==> src/common/decode_defines.svh <==
// RV32I base opcodes only, and CB_AW must stay equal to log2 of CB_DEPTH
`ifndef DECODE_DEFINES_SVH
`define DECODE_DEFINES_SVH

// Datapath widths
`define XLEN   32
`define REG_AW 5

// Completion buffer
`define CB_DEPTH 16
`define CB_AW    4

// Base opcodes
`define OPC_LOAD     7'b0000011
`define OPC_MISC_MEM 7'b0001111
`define OPC_OP_IMM   7'b0010011
`define OPC_AUIPC    7'b0010111
`define OPC_STORE    7'b0100011
`define OPC_OP       7'b0110011
`define OPC_LUI      7'b0110111
`define OPC_BRANCH   7'b1100011
`define OPC_JALR     7'b1100111
`define OPC_JAL      7'b1101111

// MISC-MEM funct3 for fence.i
`define F3_FENCE_I 3'b001

`endif

==> src/common/dispatch_pkg.sv <==
// Dispatch-side types for a single arithmetic unit and a load/store unit, no mul/div units
`include "decode_defines.svh"

package dispatch_pkg;

  // Target functional unit
  typedef enum logic [1:0] {
    FU_ARITH     = 2'd0,
    FU_LOADSTORE = 2'd1,
    FU_NONE      = 2'd2
  } fu_t;

  // Operand A source
  typedef enum logic [1:0] {
    SRCA_RS1   = 2'd0,
    SRCA_IMM_S = 2'd1,
    SRCA_PC    = 2'd2
  } src_a_t;

  // Operand B source
  typedef enum logic [1:0] {
    SRCB_RS1          = 2'd0,
    SRCB_RS2          = 2'd1,
    SRCB_IMM_OR_SHAMT = 2'd2,
    SRCB_IMM_U        = 2'd3
  } src_b_t;

  typedef enum logic [3:0] {
    ALU_ADD, ALU_SUB, ALU_SLL, ALU_SLT, ALU_SLTU,
    ALU_XOR, ALU_SRL, ALU_SRA, ALU_OR, ALU_AND
  } alu_op_t;

  // Early write-back value
  typedef enum logic [1:0] {
    WSRC_NONE  = 2'd0,
    WSRC_PC4   = 2'd1,
    WSRC_IMM_U = 2'd2
  } wsrc_t;

  typedef logic [`CB_AW-1:0] cb_index_t;

endpackage

==> src/common/rv32i_isa_pkg.sv <==
// Instruction-set types for RV32I only, and opcode_t has no encodings beyond the base set
`include "decode_defines.svh"

package rv32i_isa_pkg;

  // Data and address word
  typedef logic [`XLEN-1:0] word_t;

  // Architectural register number
  typedef logic [`REG_AW-1:0] reg_addr_t;

  // Raw 32-bit instruction
  typedef logic [31:0] instr_t;

  // Major opcodes, INVALID marks anything outside the decoded set
  typedef enum logic [6:0] {
    LOAD     = `OPC_LOAD,
    MISC_MEM = `OPC_MISC_MEM,
    OP_IMM   = `OPC_OP_IMM,
    AUIPC    = `OPC_AUIPC,
    STORE    = `OPC_STORE,
    OP       = `OPC_OP,
    LUI      = `OPC_LUI,
    BRANCH   = `OPC_BRANCH,
    JALR     = `OPC_JALR,
    JAL      = `OPC_JAL,
    INVALID  = 7'b0000000
  } opcode_t;

  // Branch condition, taken straight from funct3
  typedef enum logic [2:0] {
    BEQ  = 3'b000,
    BNE  = 3'b001,
    BLT  = 3'b100,
    BGE  = 3'b101,
    BLTU = 3'b110,
    BGEU = 3'b111
  } branch_t;

endpackage

==> src/common/decode_ctrl_if.sv <==
// Decoded fields are combinational from the current instruction and valid only with it
`timescale 1ns/10ps

interface decode_ctrl_if
  import rv32i_isa_pkg::*, dispatch_pkg::*;
();
  // Instruction fields
  opcode_t   opcode;
  reg_addr_t rs1, rs2, rd;

  // Sign-extended immediates and zero-extended shift amount
  word_t imm_i, imm_s, imm_b, imm_u, imm_j;
  word_t shamt;

  // Operand and write-back selects
  src_a_t src_a_sel;
  src_b_t src_b_sel;
  logic   imm_shamt_sel;
  logic   j_sel;
  wsrc_t  wsrc;

  // Execution control
  fu_t     fu;
  alu_op_t alu_op;
  logic    wen;
  logic    is_jump, is_branch;
  branch_t branch_type;
  logic    is_load, is_store, is_fence_i, illegal;

  modport decoder (
    output opcode, rs1, rs2, rd, imm_i, imm_s, imm_b, imm_u, imm_j, shamt,
           src_a_sel, src_b_sel, imm_shamt_sel, j_sel, wsrc, fu, alu_op, wen,
           is_jump, is_branch, branch_type, is_load, is_store, is_fence_i, illegal
  );

  modport operands (
    input src_a_sel, src_b_sel, imm_shamt_sel, j_sel, wsrc, shamt,
          imm_i, imm_s, imm_u, imm_j
  );

  modport dispatch (
    input rd, imm_b, fu, alu_op, wen, is_jump, is_branch, branch_type,
          is_load, is_store, illegal
  );

endinterface

==> src/decode/dispatch_latch.sv <==
// Flush beats stall, and the tail only advances for instructions that reach a functional unit
`timescale 1ns/10ps
`include "decode_defines.svh"

module dispatch_latch
  import rv32i_isa_pkg::*, dispatch_pkg::*;
(
  input  logic            CLK,
  input  logic            nRST,
  input  logic            accept,
  input  logic            flush,
  input  logic            stall_ex,
  decode_ctrl_if.dispatch ctrl,
  input  word_t           next_port_a,
  input  word_t           next_port_b,
  input  word_t           next_wdata,
  input  word_t           next_j_base,
  input  word_t           next_j_offset,
  input  word_t           rs2_data,
  input  word_t           pc,
  output logic            dispatch_valid,
  output fu_t             fu,
  output alu_op_t         alu_op,
  output word_t           port_a,
  output word_t           port_b,
  output word_t           store_data,
  output word_t           br_imm,
  output reg_addr_t       rd,
  output logic            wen,
  output word_t           wdata,
  output logic            is_jump,
  output word_t           j_base,
  output word_t           j_offset,
  output logic            is_branch,
  output branch_t         branch_type,
  output logic            is_load,
  output logic            is_store,
  output logic            illegal,
  output cb_index_t       cb_index,
  output word_t           dispatch_pc
);

  cb_index_t tail;
  logic      clear;
  logic      alloc;

  // Bubble when nothing is taken and execute is not holding
  assign clear = flush | (~accept & ~stall_ex);
  // Fence and illegal instructions get no completion-buffer slot
  assign alloc = accept & (ctrl.fu != FU_NONE);

  always_ff @(posedge CLK, negedge nRST) begin
    if (~nRST) begin
      tail <= '0;
    end else if (alloc) begin
      if (tail == cb_index_t'(`CB_DEPTH - 1)) begin
        tail <= '0;
      end else begin
        tail <= tail + 1'b1;
      end
    end
  end

  always_ff @(posedge CLK, negedge nRST) begin
    if (~nRST) begin
      dispatch_valid <= 1'b0;
      fu             <= FU_NONE;
      alu_op         <= ALU_ADD;
      wen            <= 1'b0;
      is_jump        <= 1'b0;
      is_branch      <= 1'b0;
      branch_type    <= BEQ;
      is_load        <= 1'b0;
      is_store       <= 1'b0;
      illegal        <= 1'b0;
      cb_index       <= '0;
    end else if (clear) begin
      dispatch_valid <= 1'b0;
      fu             <= FU_NONE;
      alu_op         <= ALU_ADD;
      wen            <= 1'b0;
      is_jump        <= 1'b0;
      is_branch      <= 1'b0;
      branch_type    <= BEQ;
      is_load        <= 1'b0;
      is_store       <= 1'b0;
      illegal        <= 1'b0;
      cb_index       <= '0;
    end else if (accept) begin
      dispatch_valid <= 1'b1;
      fu             <= ctrl.fu;
      alu_op         <= ctrl.alu_op;
      wen            <= ctrl.wen;
      is_jump        <= ctrl.is_jump;
      is_branch      <= ctrl.is_branch;
      branch_type    <= ctrl.branch_type;
      is_load        <= ctrl.is_load;
      is_store       <= ctrl.is_store;
      illegal        <= ctrl.illegal;
      cb_index       <= tail;
    end
  end

  // Data fields
  always_ff @(posedge CLK) begin
    if (clear) begin
      port_a      <= '0;
      port_b      <= '0;
      store_data  <= '0;
      br_imm      <= '0;
      rd          <= '0;
      wdata       <= '0;
      j_base      <= '0;
      j_offset    <= '0;
      dispatch_pc <= '0;
    end else if (accept) begin
      port_a      <= next_port_a;
      port_b      <= next_port_b;
      store_data  <= rs2_data;
      br_imm      <= ctrl.imm_b;
      rd          <= ctrl.rd;
      wdata       <= next_wdata;
      j_base      <= next_j_base;
      j_offset    <= next_j_offset;
      dispatch_pc <= pc;
    end
  end

endmodule

==> src/decode/fence_tracker.sv <==
// Back-to-back fence.i strobes flush once, and done pulses before a fence are ignored
`timescale 1ns/10ps

module fence_tracker (
  input  logic CLK,
  input  logic nRST,
  input  logic fence_seen,
  input  logic iflush_done,
  input  logic dflush_done,
  output logic cache_flush,
  output logic fence_busy
);

  logic last_fence;
  logic iflushed;
  logic dflushed;

  // Rising edge of fence.i over accepted strobes
  assign cache_flush = fence_seen & ~last_fence;
  assign fence_busy  = ~(iflushed & dflushed);

  always_ff @(posedge CLK, negedge nRST) begin
    if (~nRST) begin
      last_fence <= 1'b0;
    end else begin
      last_fence <= fence_seen;
    end
  end

  // Each cache acknowledges on its own
  always_ff @(posedge CLK, negedge nRST) begin
    if (~nRST) begin
      iflushed <= 1'b1;
      dflushed <= 1'b1;
    end else if (cache_flush) begin
      iflushed <= 1'b0;
      dflushed <= 1'b0;
    end else begin
      iflushed <= iflushed | iflush_done;
      dflushed <= dflushed | dflush_done;
    end
  end

endmodule

==> src/decode/instr_decoder.sv <==
// Base RV32I only, and a plain fence decodes to a no-op while a bad funct3 is not flagged
`timescale 1ns/10ps
`include "decode_defines.svh"

module instr_decoder
  import rv32i_isa_pkg::*, dispatch_pkg::*;
(
  input instr_t          instr,
  decode_ctrl_if.decoder ctrl
);

  logic [2:0] funct3;
  logic [6:0] funct7;
  logic       wen_op;
  alu_op_t    arith_op;

  assign funct3 = instr[14:12];
  assign funct7 = instr[31:25];

  assign ctrl.rs1 = instr[19:15];
  assign ctrl.rs2 = instr[24:20];
  assign ctrl.rd  = instr[11:7];

  // Immediate formats
  assign ctrl.imm_i = {{20{instr[31]}}, instr[31:20]};
  assign ctrl.imm_s = {{20{instr[31]}}, instr[31:25], instr[11:7]};
  assign ctrl.imm_b = {{19{instr[31]}}, instr[31], instr[7], instr[30:25], instr[11:8], 1'b0};
  assign ctrl.imm_u = {instr[31:12], 12'b0};
  assign ctrl.imm_j = {{11{instr[31]}}, instr[31], instr[19:12], instr[20], instr[30:21], 1'b0};
  assign ctrl.shamt = word_t'(instr[24:20]);

  assign ctrl.branch_type = branch_t'(funct3);
  // Writes to x0 are dropped here
  assign ctrl.wen = wen_op & (ctrl.rd != '0);

  always_comb begin
    case (instr[6:0])
      `OPC_LOAD, `OPC_MISC_MEM, `OPC_OP_IMM, `OPC_AUIPC, `OPC_STORE,
      `OPC_OP, `OPC_LUI, `OPC_BRANCH, `OPC_JALR, `OPC_JAL:
        ctrl.opcode = opcode_t'(instr[6:0]);
      default:
        ctrl.opcode = INVALID;
    endcase
  end

  // SUB only exists in OP, SRA in both OP and OP-IMM
  always_comb begin
    case (funct3)
      3'b000:  arith_op = (funct7[5] && ctrl.opcode == OP) ? ALU_SUB : ALU_ADD;
      3'b001:  arith_op = ALU_SLL;
      3'b010:  arith_op = ALU_SLT;
      3'b011:  arith_op = ALU_SLTU;
      3'b100:  arith_op = ALU_XOR;
      3'b101:  arith_op = funct7[5] ? ALU_SRA : ALU_SRL;
      3'b110:  arith_op = ALU_OR;
      default: arith_op = ALU_AND;
    endcase
  end

  always_comb begin
    ctrl.src_a_sel     = SRCA_RS1;
    ctrl.src_b_sel     = SRCB_RS2;
    ctrl.imm_shamt_sel = 1'b0;
    ctrl.j_sel         = 1'b0;
    ctrl.wsrc          = WSRC_NONE;
    ctrl.fu            = FU_ARITH;
    ctrl.alu_op        = ALU_ADD;
    wen_op             = 1'b0;
    ctrl.is_jump       = 1'b0;
    ctrl.is_branch     = 1'b0;
    ctrl.is_load       = 1'b0;
    ctrl.is_store      = 1'b0;
    ctrl.is_fence_i    = 1'b0;
    ctrl.illegal       = 1'b0;
    case (ctrl.opcode)
      OP: begin
        ctrl.alu_op = arith_op;
        wen_op      = 1'b1;
      end
      OP_IMM: begin
        ctrl.src_b_sel     = SRCB_IMM_OR_SHAMT;
        ctrl.imm_shamt_sel = (funct3 == 3'b001) || (funct3 == 3'b101);
        ctrl.alu_op        = arith_op;
        wen_op             = 1'b1;
      end
      LUI: begin
        ctrl.src_b_sel = SRCB_IMM_U;
        ctrl.wsrc      = WSRC_IMM_U;
        wen_op         = 1'b1;
      end
      AUIPC: begin
        ctrl.src_a_sel = SRCA_PC;
        ctrl.src_b_sel = SRCB_IMM_U;
        wen_op         = 1'b1;
      end
      JAL, JALR: begin
        ctrl.j_sel   = (ctrl.opcode == JAL);
        ctrl.wsrc    = WSRC_PC4;
        ctrl.is_jump = 1'b1;
        wen_op       = 1'b1;
      end
      BRANCH: ctrl.is_branch = 1'b1;
      LOAD: begin
        ctrl.src_b_sel = SRCB_IMM_OR_SHAMT;
        ctrl.fu        = FU_LOADSTORE;
        ctrl.is_load   = 1'b1;
        wen_op         = 1'b1;
      end
      STORE: begin
        // Address base from the S immediate, register base on port B
        ctrl.src_a_sel = SRCA_IMM_S;
        ctrl.src_b_sel = SRCB_RS1;
        ctrl.fu        = FU_LOADSTORE;
        ctrl.is_store  = 1'b1;
      end
      MISC_MEM: begin
        ctrl.fu         = FU_NONE;
        ctrl.is_fence_i = (funct3 == `F3_FENCE_I);
      end
      default: begin
        ctrl.fu      = FU_NONE;
        ctrl.illegal = 1'b1;
      end
    endcase
  end

endmodule

==> src/decode/operand_select.sv <==
// Purely combinational, and operands follow register data in the same cycle
`timescale 1ns/10ps

module operand_select
  import rv32i_isa_pkg::*, dispatch_pkg::*;
(
  decode_ctrl_if.operands ctrl,
  input  word_t           rs1_data,
  input  word_t           rs2_data,
  input  word_t           pc,
  input  word_t           pc4,
  output word_t           port_a,
  output word_t           port_b,
  output word_t           wdata,
  output word_t           j_base,
  output word_t           j_offset
);

  word_t imm_or_shamt;

  // Shifts by immediate take the shamt field
  assign imm_or_shamt = ctrl.imm_shamt_sel ? ctrl.shamt : ctrl.imm_i;

  always_comb begin
    case (ctrl.src_a_sel)
      SRCA_RS1:   port_a = rs1_data;
      SRCA_IMM_S: port_a = ctrl.imm_s;
      SRCA_PC:    port_a = pc;
      default:    port_a = '0;
    endcase
  end

  always_comb begin
    case (ctrl.src_b_sel)
      SRCB_RS1:          port_b = rs1_data;
      SRCB_RS2:          port_b = rs2_data;
      SRCB_IMM_OR_SHAMT: port_b = imm_or_shamt;
      default:           port_b = ctrl.imm_u;
    endcase
  end

  always_comb begin
    case (ctrl.wsrc)
      WSRC_PC4:   wdata = pc4;
      WSRC_IMM_U: wdata = ctrl.imm_u;
      default:    wdata = '0;
    endcase
  end

  // JAL is pc-relative, JALR adds the I immediate to rs1
  assign j_base   = ctrl.j_sel ? pc : port_a;
  assign j_offset = ctrl.j_sel ? ctrl.imm_j : ctrl.imm_i;

endmodule

==> src/rtl/decode_stage.sv <==
// Register file reads are combinational, and a strobe under stall_ex must be repeated upstream
`timescale 1ns/10ps

module decode_stage
  import rv32i_isa_pkg::*, dispatch_pkg::*;
(
  input  logic      CLK,
  input  logic      nRST,
  input  logic      instr_valid,
  input  instr_t    instr,
  input  word_t     pc,
  input  word_t     pc4,
  input  word_t     rs1_data,
  input  word_t     rs2_data,
  input  logic      flush,
  input  logic      stall_ex,
  input  logic      iflush_done,
  input  logic      dflush_done,
  output reg_addr_t rs1_addr,
  output reg_addr_t rs2_addr,
  output logic      dispatch_valid,
  output fu_t       fu,
  output alu_op_t   alu_op,
  output word_t     port_a,
  output word_t     port_b,
  output word_t     store_data,
  output word_t     br_imm,
  output reg_addr_t rd,
  output logic      wen,
  output word_t     wdata,
  output logic      is_jump,
  output word_t     j_base,
  output word_t     j_offset,
  output logic      is_branch,
  output branch_t   branch_type,
  output logic      is_load,
  output logic      is_store,
  output logic      illegal,
  output cb_index_t cb_index,
  output word_t     dispatch_pc,
  output logic      cache_flush,
  output logic      fence_busy
);

  decode_ctrl_if ctrl_if ();

  word_t sel_a;
  word_t sel_b;
  word_t sel_wdata;
  word_t sel_j_base;
  word_t sel_j_offset;
  logic  accept;
  logic  fence_seen;

  assign rs1_addr = ctrl_if.rs1;
  assign rs2_addr = ctrl_if.rs2;

  // fence.i goes to the cache tracker and never dispatches
  assign fence_seen = instr_valid & ~stall_ex & ctrl_if.is_fence_i;
  assign accept     = instr_valid & ~stall_ex & ~flush & ~ctrl_if.is_fence_i;

  instr_decoder u_decoder (
    .instr (instr),
    .ctrl  (ctrl_if.decoder)
  );

  operand_select u_operands (
    .ctrl     (ctrl_if.operands),
    .rs1_data (rs1_data),
    .rs2_data (rs2_data),
    .pc       (pc),
    .pc4      (pc4),
    .port_a   (sel_a),
    .port_b   (sel_b),
    .wdata    (sel_wdata),
    .j_base   (sel_j_base),
    .j_offset (sel_j_offset)
  );

  dispatch_latch u_dispatch (
    .CLK            (CLK),
    .nRST           (nRST),
    .accept         (accept),
    .flush          (flush),
    .stall_ex       (stall_ex),
    .ctrl           (ctrl_if.dispatch),
    .next_port_a    (sel_a),
    .next_port_b    (sel_b),
    .next_wdata     (sel_wdata),
    .next_j_base    (sel_j_base),
    .next_j_offset  (sel_j_offset),
    .rs2_data       (rs2_data),
    .pc             (pc),
    .dispatch_valid (dispatch_valid),
    .fu             (fu),
    .alu_op         (alu_op),
    .port_a         (port_a),
    .port_b         (port_b),
    .store_data     (store_data),
    .br_imm         (br_imm),
    .rd             (rd),
    .wen            (wen),
    .wdata          (wdata),
    .is_jump        (is_jump),
    .j_base         (j_base),
    .j_offset       (j_offset),
    .is_branch      (is_branch),
    .branch_type    (branch_type),
    .is_load        (is_load),
    .is_store       (is_store),
    .illegal        (illegal),
    .cb_index       (cb_index),
    .dispatch_pc    (dispatch_pc)
  );

  fence_tracker u_fence (
    .CLK         (CLK),
    .nRST        (nRST),
    .fence_seen  (fence_seen),
    .iflush_done (iflush_done),
    .dflush_done (dflush_done),
    .cache_flush (cache_flush),
    .fence_busy  (fence_busy)
  );

endmodule

==> config.mk <==
export PLATFORM = sky130hd
export DESIGN_NAME = decode_stage
export DESIGN_NICKNAME = d
export VERILOG_FILES = /design/src/common/dispatch_pkg.sv /design/src/common/rv32i_isa_pkg.sv /design/src/common/decode_ctrl_if.sv /design/src/decode/dispatch_latch.sv /design/src/decode/fence_tracker.sv /design/src/decode/instr_decoder.sv /design/src/decode/operand_select.sv /design/src/rtl/decode_stage.sv
export VERILOG_INCLUDE_DIRS = /design/src /design/src/common
export SDC_FILE = /design/constraint.sdc
export NUM_CORES = 1
export LEC_CHECK = 0
export CAP_MARGIN = 20
export CELL_PAD_IN_SITES_DETAIL_PLACEMENT = 1
export CELL_PAD_IN_SITES_GLOBAL_PLACEMENT = 1
export CORE_AREA = 2 2 178 180
export CTS_BUF_LIST = sky130_fd_sc_hd__clkbuf_4
export DETAILED_ROUTE_END_ITERATION = 6
export DIE_AREA = 0 0 180 182
export DONT_BUFFER_PORTS = 1
export PLACE_DENSITY_LB_ADDON = 0.1
export SETUP_SLACK_MARGIN = 0.2
export SLEW_MARGIN = 20
export SYNTH_ARGS = -nofsm -noshare
export SYNTH_HDL_FRONTEND = slang
export SYNTH_HIERARCHICAL = 1
export SYNTH_SLANG_ARGS = --single-unit
==> constraint.sdc <==
create_clock -name CLK -period 3.88 [get_ports CLK]
set_clock_uncertainty 0.05 [all_clocks]
set_input_delay 0.194 -clock CLK [delete_from_list [all_inputs] [get_ports CLK]]
set_output_delay 0.194 -clock CLK [all_outputs]
set_load 0.05 [all_outputs]
# --- Word level (Yosys, flattened, before mapping) ---
# Index checks and enable logic that the tools add are counted.
op_classes:
  n_reduce_logical: 16
  addsub: 1
  bitwise_logic: 18
  mux: 49
  eq_ne: 34
ops:
  columns: ["cell", "n"]
  rows:
  - ["$pmux 32 s3", 2]
  - ["$mux 32", 2]
  - ["$pmux 32 s2", 1]
  - ["$eq 7x6->1 const B", 6]
  - ["$eq 7x7->1 const B", 6]
  - ["$eq 7x5->1 const B", 4]
  - ["$pmux 4 s7", 1]
  - ["$mux 1", 27]
  - ["$mux 4", 6]
  - ["$mux 20", 1]
  - ["$reduce_or 10->1", 2]
  - ["$eq 7x2->1 const B", 2]
  - ["$eq 7x4->1 const B", 2]
  - ["$reduce_or 7->1", 2]
  - ["$pmux 2 s2", 3]
  - ["$reduce_or 2->1", 5]
  - ["$and 1x1->1", 9]
  - ["$eq 3x3->1 const B", 3]
  - ["$mux 7", 1]
  - ["$eq 2x1->1 const B", 3]
  - ["$eq 2x2->1 const B", 3]
  - ["$eq 3x2->1 const B", 2]
  - ["$mux 3", 2]
  - ["$not 1->1", 6]
  - ["13 further kinds", 17]
word_totals:
  in_bits: 167
  regBits: 257
  wordCells: 142

# --- Longest topological paths before layout ---
depth:
  depth_word: 11
  depth_mapped: 13

# --- Hierarchy ---
# The synthesis kept the hierarchy.
modules_own_cells:
  columns: ["module", "instances", "area_per_inst_um2", "seq_area_each_um2", "cells_per_inst"]
  rows:
  - ["dispatch_latch", 1, 10167.3, 5826.8, 910]
  - ["operand_select", 1, 3206.8, 0.0, 374]
  - ["instr_decoder", 1, 2018.2, 0.0, 287]
  - ["fence_tracker", 1, 110.1, 77.6, 9]
  - ["decode_stage", 1, 23.8, 0.0, 2]

# --- Worst setup path before layout ---
# Ideal clock, no wire load.
synth_timing:
  kind: "input to register"
  from: "input port instr[3]"
  to: "register u_dispatch.port_b[0]"
  t_arrival_ns: 2.292
  n_path_buf: 3
  path_slack_ns: 1.423
  path_stages: 11
  t_required_ns: 3.714
  path_cell_list: "or3b_1 > buf_2 > or3_4 > nor3_2 > buf_6 > buf_12 > mux2_4 > a222oi_1 > nand2_1 > mux2i_1 > nor2_1"
synth_via:
  word_cells_on_any_way: 31
synth_rtl:
  columns: ["item", "line", "source"]
  rows:
  - ["from (decl)", "decode_stage.sv:10", "input instr_t instr,"]
  - ["$eq 7x2->1, or another cell as far along", "instr_decoder.sv:37", "case (instr[6:0])"]
  - ["$reduce_or 10->1", "instr_decoder.sv:37", null]
  - ["$mux 7 *", "instr_decoder.sv:37", null]
  - ["$eq 7x5->1, or another cell as far along", "instr_decoder.sv:75", "case (ctrl.opcode)"]
  - ["$reduce_or 2->1 (no line)", null, null]
  - ["$pmux 2 s3 *", "instr_decoder.sv:75", null]
  - ["$eq 2x2->1, or another cell as far along", "operand_select.sv:34", "case (ctrl.src_b_sel)"]
  - ["$pmux 32 s3 *", "operand_select.sv:34", null]
  - ["net sel_b[0]", "decode_stage.sv:48", "word_t sel_b;"]
  - ["to (signal assigned)", "dispatch_latch.sv:118", "port_b <= next_port_b;"]
  - ["to (decl)", "dispatch_latch.sv:25", "output word_t port_b,"]
# The timed path passes the listed nets; every way through them passes the cells marked *.
# A chain may end at the register's enable or synchronous reset.

# --- Worst setup path in the final report ---
layout_timing:
  from: "input port instr[0]"
  to: "register u_dispatch.port_b[21]"
layout_via:
  word_cells_on_any_way: 33
layout_rtl:
  columns: ["item", "line", "source"]
  rows:
  - ["$eq 7x2->1, or another cell as far along", "instr_decoder.sv:37", null]
  - ["$reduce_or 10->1", "instr_decoder.sv:37", null]
  - ["$mux 7 *", "instr_decoder.sv:37", null]
  - ["$eq 7x5->1 *", "instr_decoder.sv:75", null]
  - ["$mux 1 *", "instr_decoder.sv:75", null]
  - ["net ctrl_if.imm_shamt_sel", "decode_ctrl_if.sv:18", "logic imm_shamt_sel;"]
  - ["$mux 32 *", "operand_select.sv:22", "assign imm_or_shamt = ctrl.imm_shamt_sel ? ctrl.shamt : ctrl.imm_i;"]
  - ["$pmux 32 s3 *", "operand_select.sv:34", null]
  - ["net sel_b[21]", "decode_stage.sv:48", null]
# Marked as above.

==> results.sh <==
export IMPL_status="complete, no violations"
export IMPL_clkLatencyLatePin_ns=0.71
export IMPL_synth_cells=1568
export IMPL_crit_path_start_kind="primary input"
export IMPL_crit_type="in -> reg"
export IMPL_grt_busiest_layer="met2"
export IMPL_clock_root_buffer="clkbuf_4"
export IMPL_die_h_um=182
export IMPL_p_per_area_mw_per_mm2=410
export IMPL_cts_buffers_inserted=81
export IMPL_port_buffers=0
export IMPL_vdd_ir_drop_max_mv=0.253
export IMPL_yosysWarnings=6
export IMPL_grt_max_degree=129
export IMPL_boundaryPins=460
export IMPL_drtIter0Drc=620
export IMPL_hp_class="in -> reg"
export IMPL_report_final_slew_viol_count=0
export IMPL_cts_tree="built"
export IMPL_drive_gt1_frac=0.170
export IMPL_grtUsageMet1=0.327
export IMPL_die_area_mm2=0.0328
export IMPL_finalNetCount=1736
export IMPL_antenna_found_initial=7
export IMPL_core_mm2=0.0310
export IMPL_initial_core_util=0.498
export IMPL_routed_wl_um=50600
export IMPL_maxSlewHeadroom=0.263
export IMPL_grt_pass1_vias=12200
export IMPL_placementRows=65
export IMPL_setup_viol=0
export IMPL_fin_hold_ws_ns=0.0957
export IMPL_max_freq_mhz=284
export IMPL_clock_sinks=288
export IMPL_drt_vias_per_instance=5.62
export IMPL_route_detailed_drc=0
export IMPL_critPathArrivalTime_ns=4.05
export IMPL_cts_buffer_depth=3
export IMPL_rsz0062_at_grt="false"
export IMPL_finalCritPeriodShare=0.906
export IMPL_use_met2=0.522
export IMPL_firstDrtPassIters=7
export IMPL_hold_viol=0
export IMPL_leakage_nw=6.15
export IMPL_cap_violations=0
export IMPL_crit_required_ns=4.41
export IMPL_grt_usage=0.299
export IMPL_multiInputGateArea_mm2=0.00730
export IMPL_tns_ns=0
export IMPL_grt_overflow_total=0
export IMPL_syn2layout_area_growth_pct=9.59
export IMPL_hpwl_um=32400
export IMPL_use_met3=0.0935
export IMPL_n_fill_cell=3434
export IMPL_ant_nets=0
export IMPL_vias=11400
export IMPL_grt_pass1_wl_um=75400
export IMPL_fin_crit_ns=3.52
export IMPL_critPathMaxFanout=32
export IMPL_regArea_mm2=0.00590
export IMPL_cp_end_kind="register"
export IMPL_avgSynthCellArea_um2=9.85
export IMPL_power_mw=6.94
export IMPL_path_clk_slew_ns=0.07
export IMPL_tightest_slew_ns=1.10
export IMPL_routabilityCongestion=0.859
export IMPL_die_w_um=180
export IMPL_synth_area_mm2=0.0154
export IMPL_utilization=0.546
export IMPL_h_tree_depth=3
export IMPL_avgRoutedWirePerCell_um=24.9
[where the power goes]
group	switching, mW	internal [mW]	total [mW]
Clock	1.35	1.68	3.02
Combinational	0.379	0.333	0.713
Sequential	0.197	3.01	3.21
[critical path, cell delays in order]
cell and delay, ns:
dlygate4sd3_1 0.58, nand2_1 0.09, dlygate4sd3_1 0.59, or3_4 0.41
nor3_4 0.21, buf_12 0.28, mux2_4 0.33, a222oi_1 0.46
nand2_1 0.10, dlygate4sd3_1 0.58, mux2i_1 0.13, nor2_1 0.05
[cells in the final DEF, fill, tap and decap left out, types with 7 or more instances in the layout]
| master | instances |
|---|---|
| nor2_1 | 305 |
| mux2i_1 | 293 |
| dfxtp_1 | 261 |
| dlygate4sd3_1 | 182 |
| clkbuf_4 | 127 |
| nand2_1 | 70 |
| mux2_2 | 69 |
| conb_1 | 41 |
| a222oi_1 | 32 |
| a22oi_1 | 32 |
| mux2_4 | 30 |
| o2bb2ai_1 | 28 |
| dfrtp_1 | 24 |
| a22o_1 | 17 |
| clkinv_1 | 12 |
| buf_12 | 9 |
| buf_4 | 7 |
[repair_timing]
item                                    CTS  global route
setup buffers                             0             0
endpoints found under the setup margin    0             1
gates resized for setup                   0             1
endpoints found under the hold margin   314             0
hold buffers                            185             0
[cell type report]
type,count,share of cell area
tap,402,0.0297
timing repair buffer,199,0.123
sequential,288,0.349
multi-input combinational,990,0.432
inverter,6,0.00133
antenna,5,0.000739
clock buffer,127,0.0563
clock inverter,16,0.00843
[worst paths after layout]
| path | slack, ns | startpoint | depth (start not counted) | end |
|---|---|---|---|---|
| hold reg to reg | 0.48 | u_fence/iflushed | 2 | u_fence/iflushed |
| max in group asynchronous | 3.04 | nRST | 4 | u_fence/last_fence |
| setup / recovery | 0.36 | instr[0] | 12 | u_dispatch/port_b[21] |
| hold / removal | 0.1 | instr_valid | 4 | u_dispatch/cb_index[1] |
| setup reg to reg | 2.24 | u_dispatch/fu[0] | 3 | u_dispatch/fu[0] |
| min in group asynchronous | 0.57 | nRST | 4 | u_dispatch/tail[3] |
[flip-flops by register name, indices dropped and copies added (netlist names), 2 cells and up]
name	flops
u_dispatch/store_data	32
u_dispatch/alu_op	4
u_dispatch/port_b	32
u_dispatch/branch_type	3
u_dispatch/tail	4
u_dispatch/br_imm	32
u_dispatch/port_a	32
u_dispatch/dispatch_pc	32
u_dispatch/rd	5
u_dispatch/cb_index	4
u_dispatch/fu	2
u_dispatch/j_base	32
u_dispatch/wdata	32
u_dispatch/j_offset	32
[per-stage QoR]
step	cells	instance area (µm²)	setup WS (ns)
global route	2033	16900	0.272
detailed placement	1700	13900	0.906
global placement	1700	13900	0.981
CTS	2028	16900	0.312
finish	2033	16900	0.363
floorplan	1608	15600	1.43
[per-layer routing]
| layer | wire (µm) | part of all wire | vias up |
|---|---|---|---|
| li1 | - | - | 5224 |
| met1 | 19200 | 0.38 | 5626 |
| met2 | 25400 | 0.50 | 464 |
| met3 | 4010 | 0.079 | 100 |
| met4 | 2030 | 0.040 | 2 |
| met5 | 15 | 0.00030 | - |
Power figures use the tool's default switching activity.
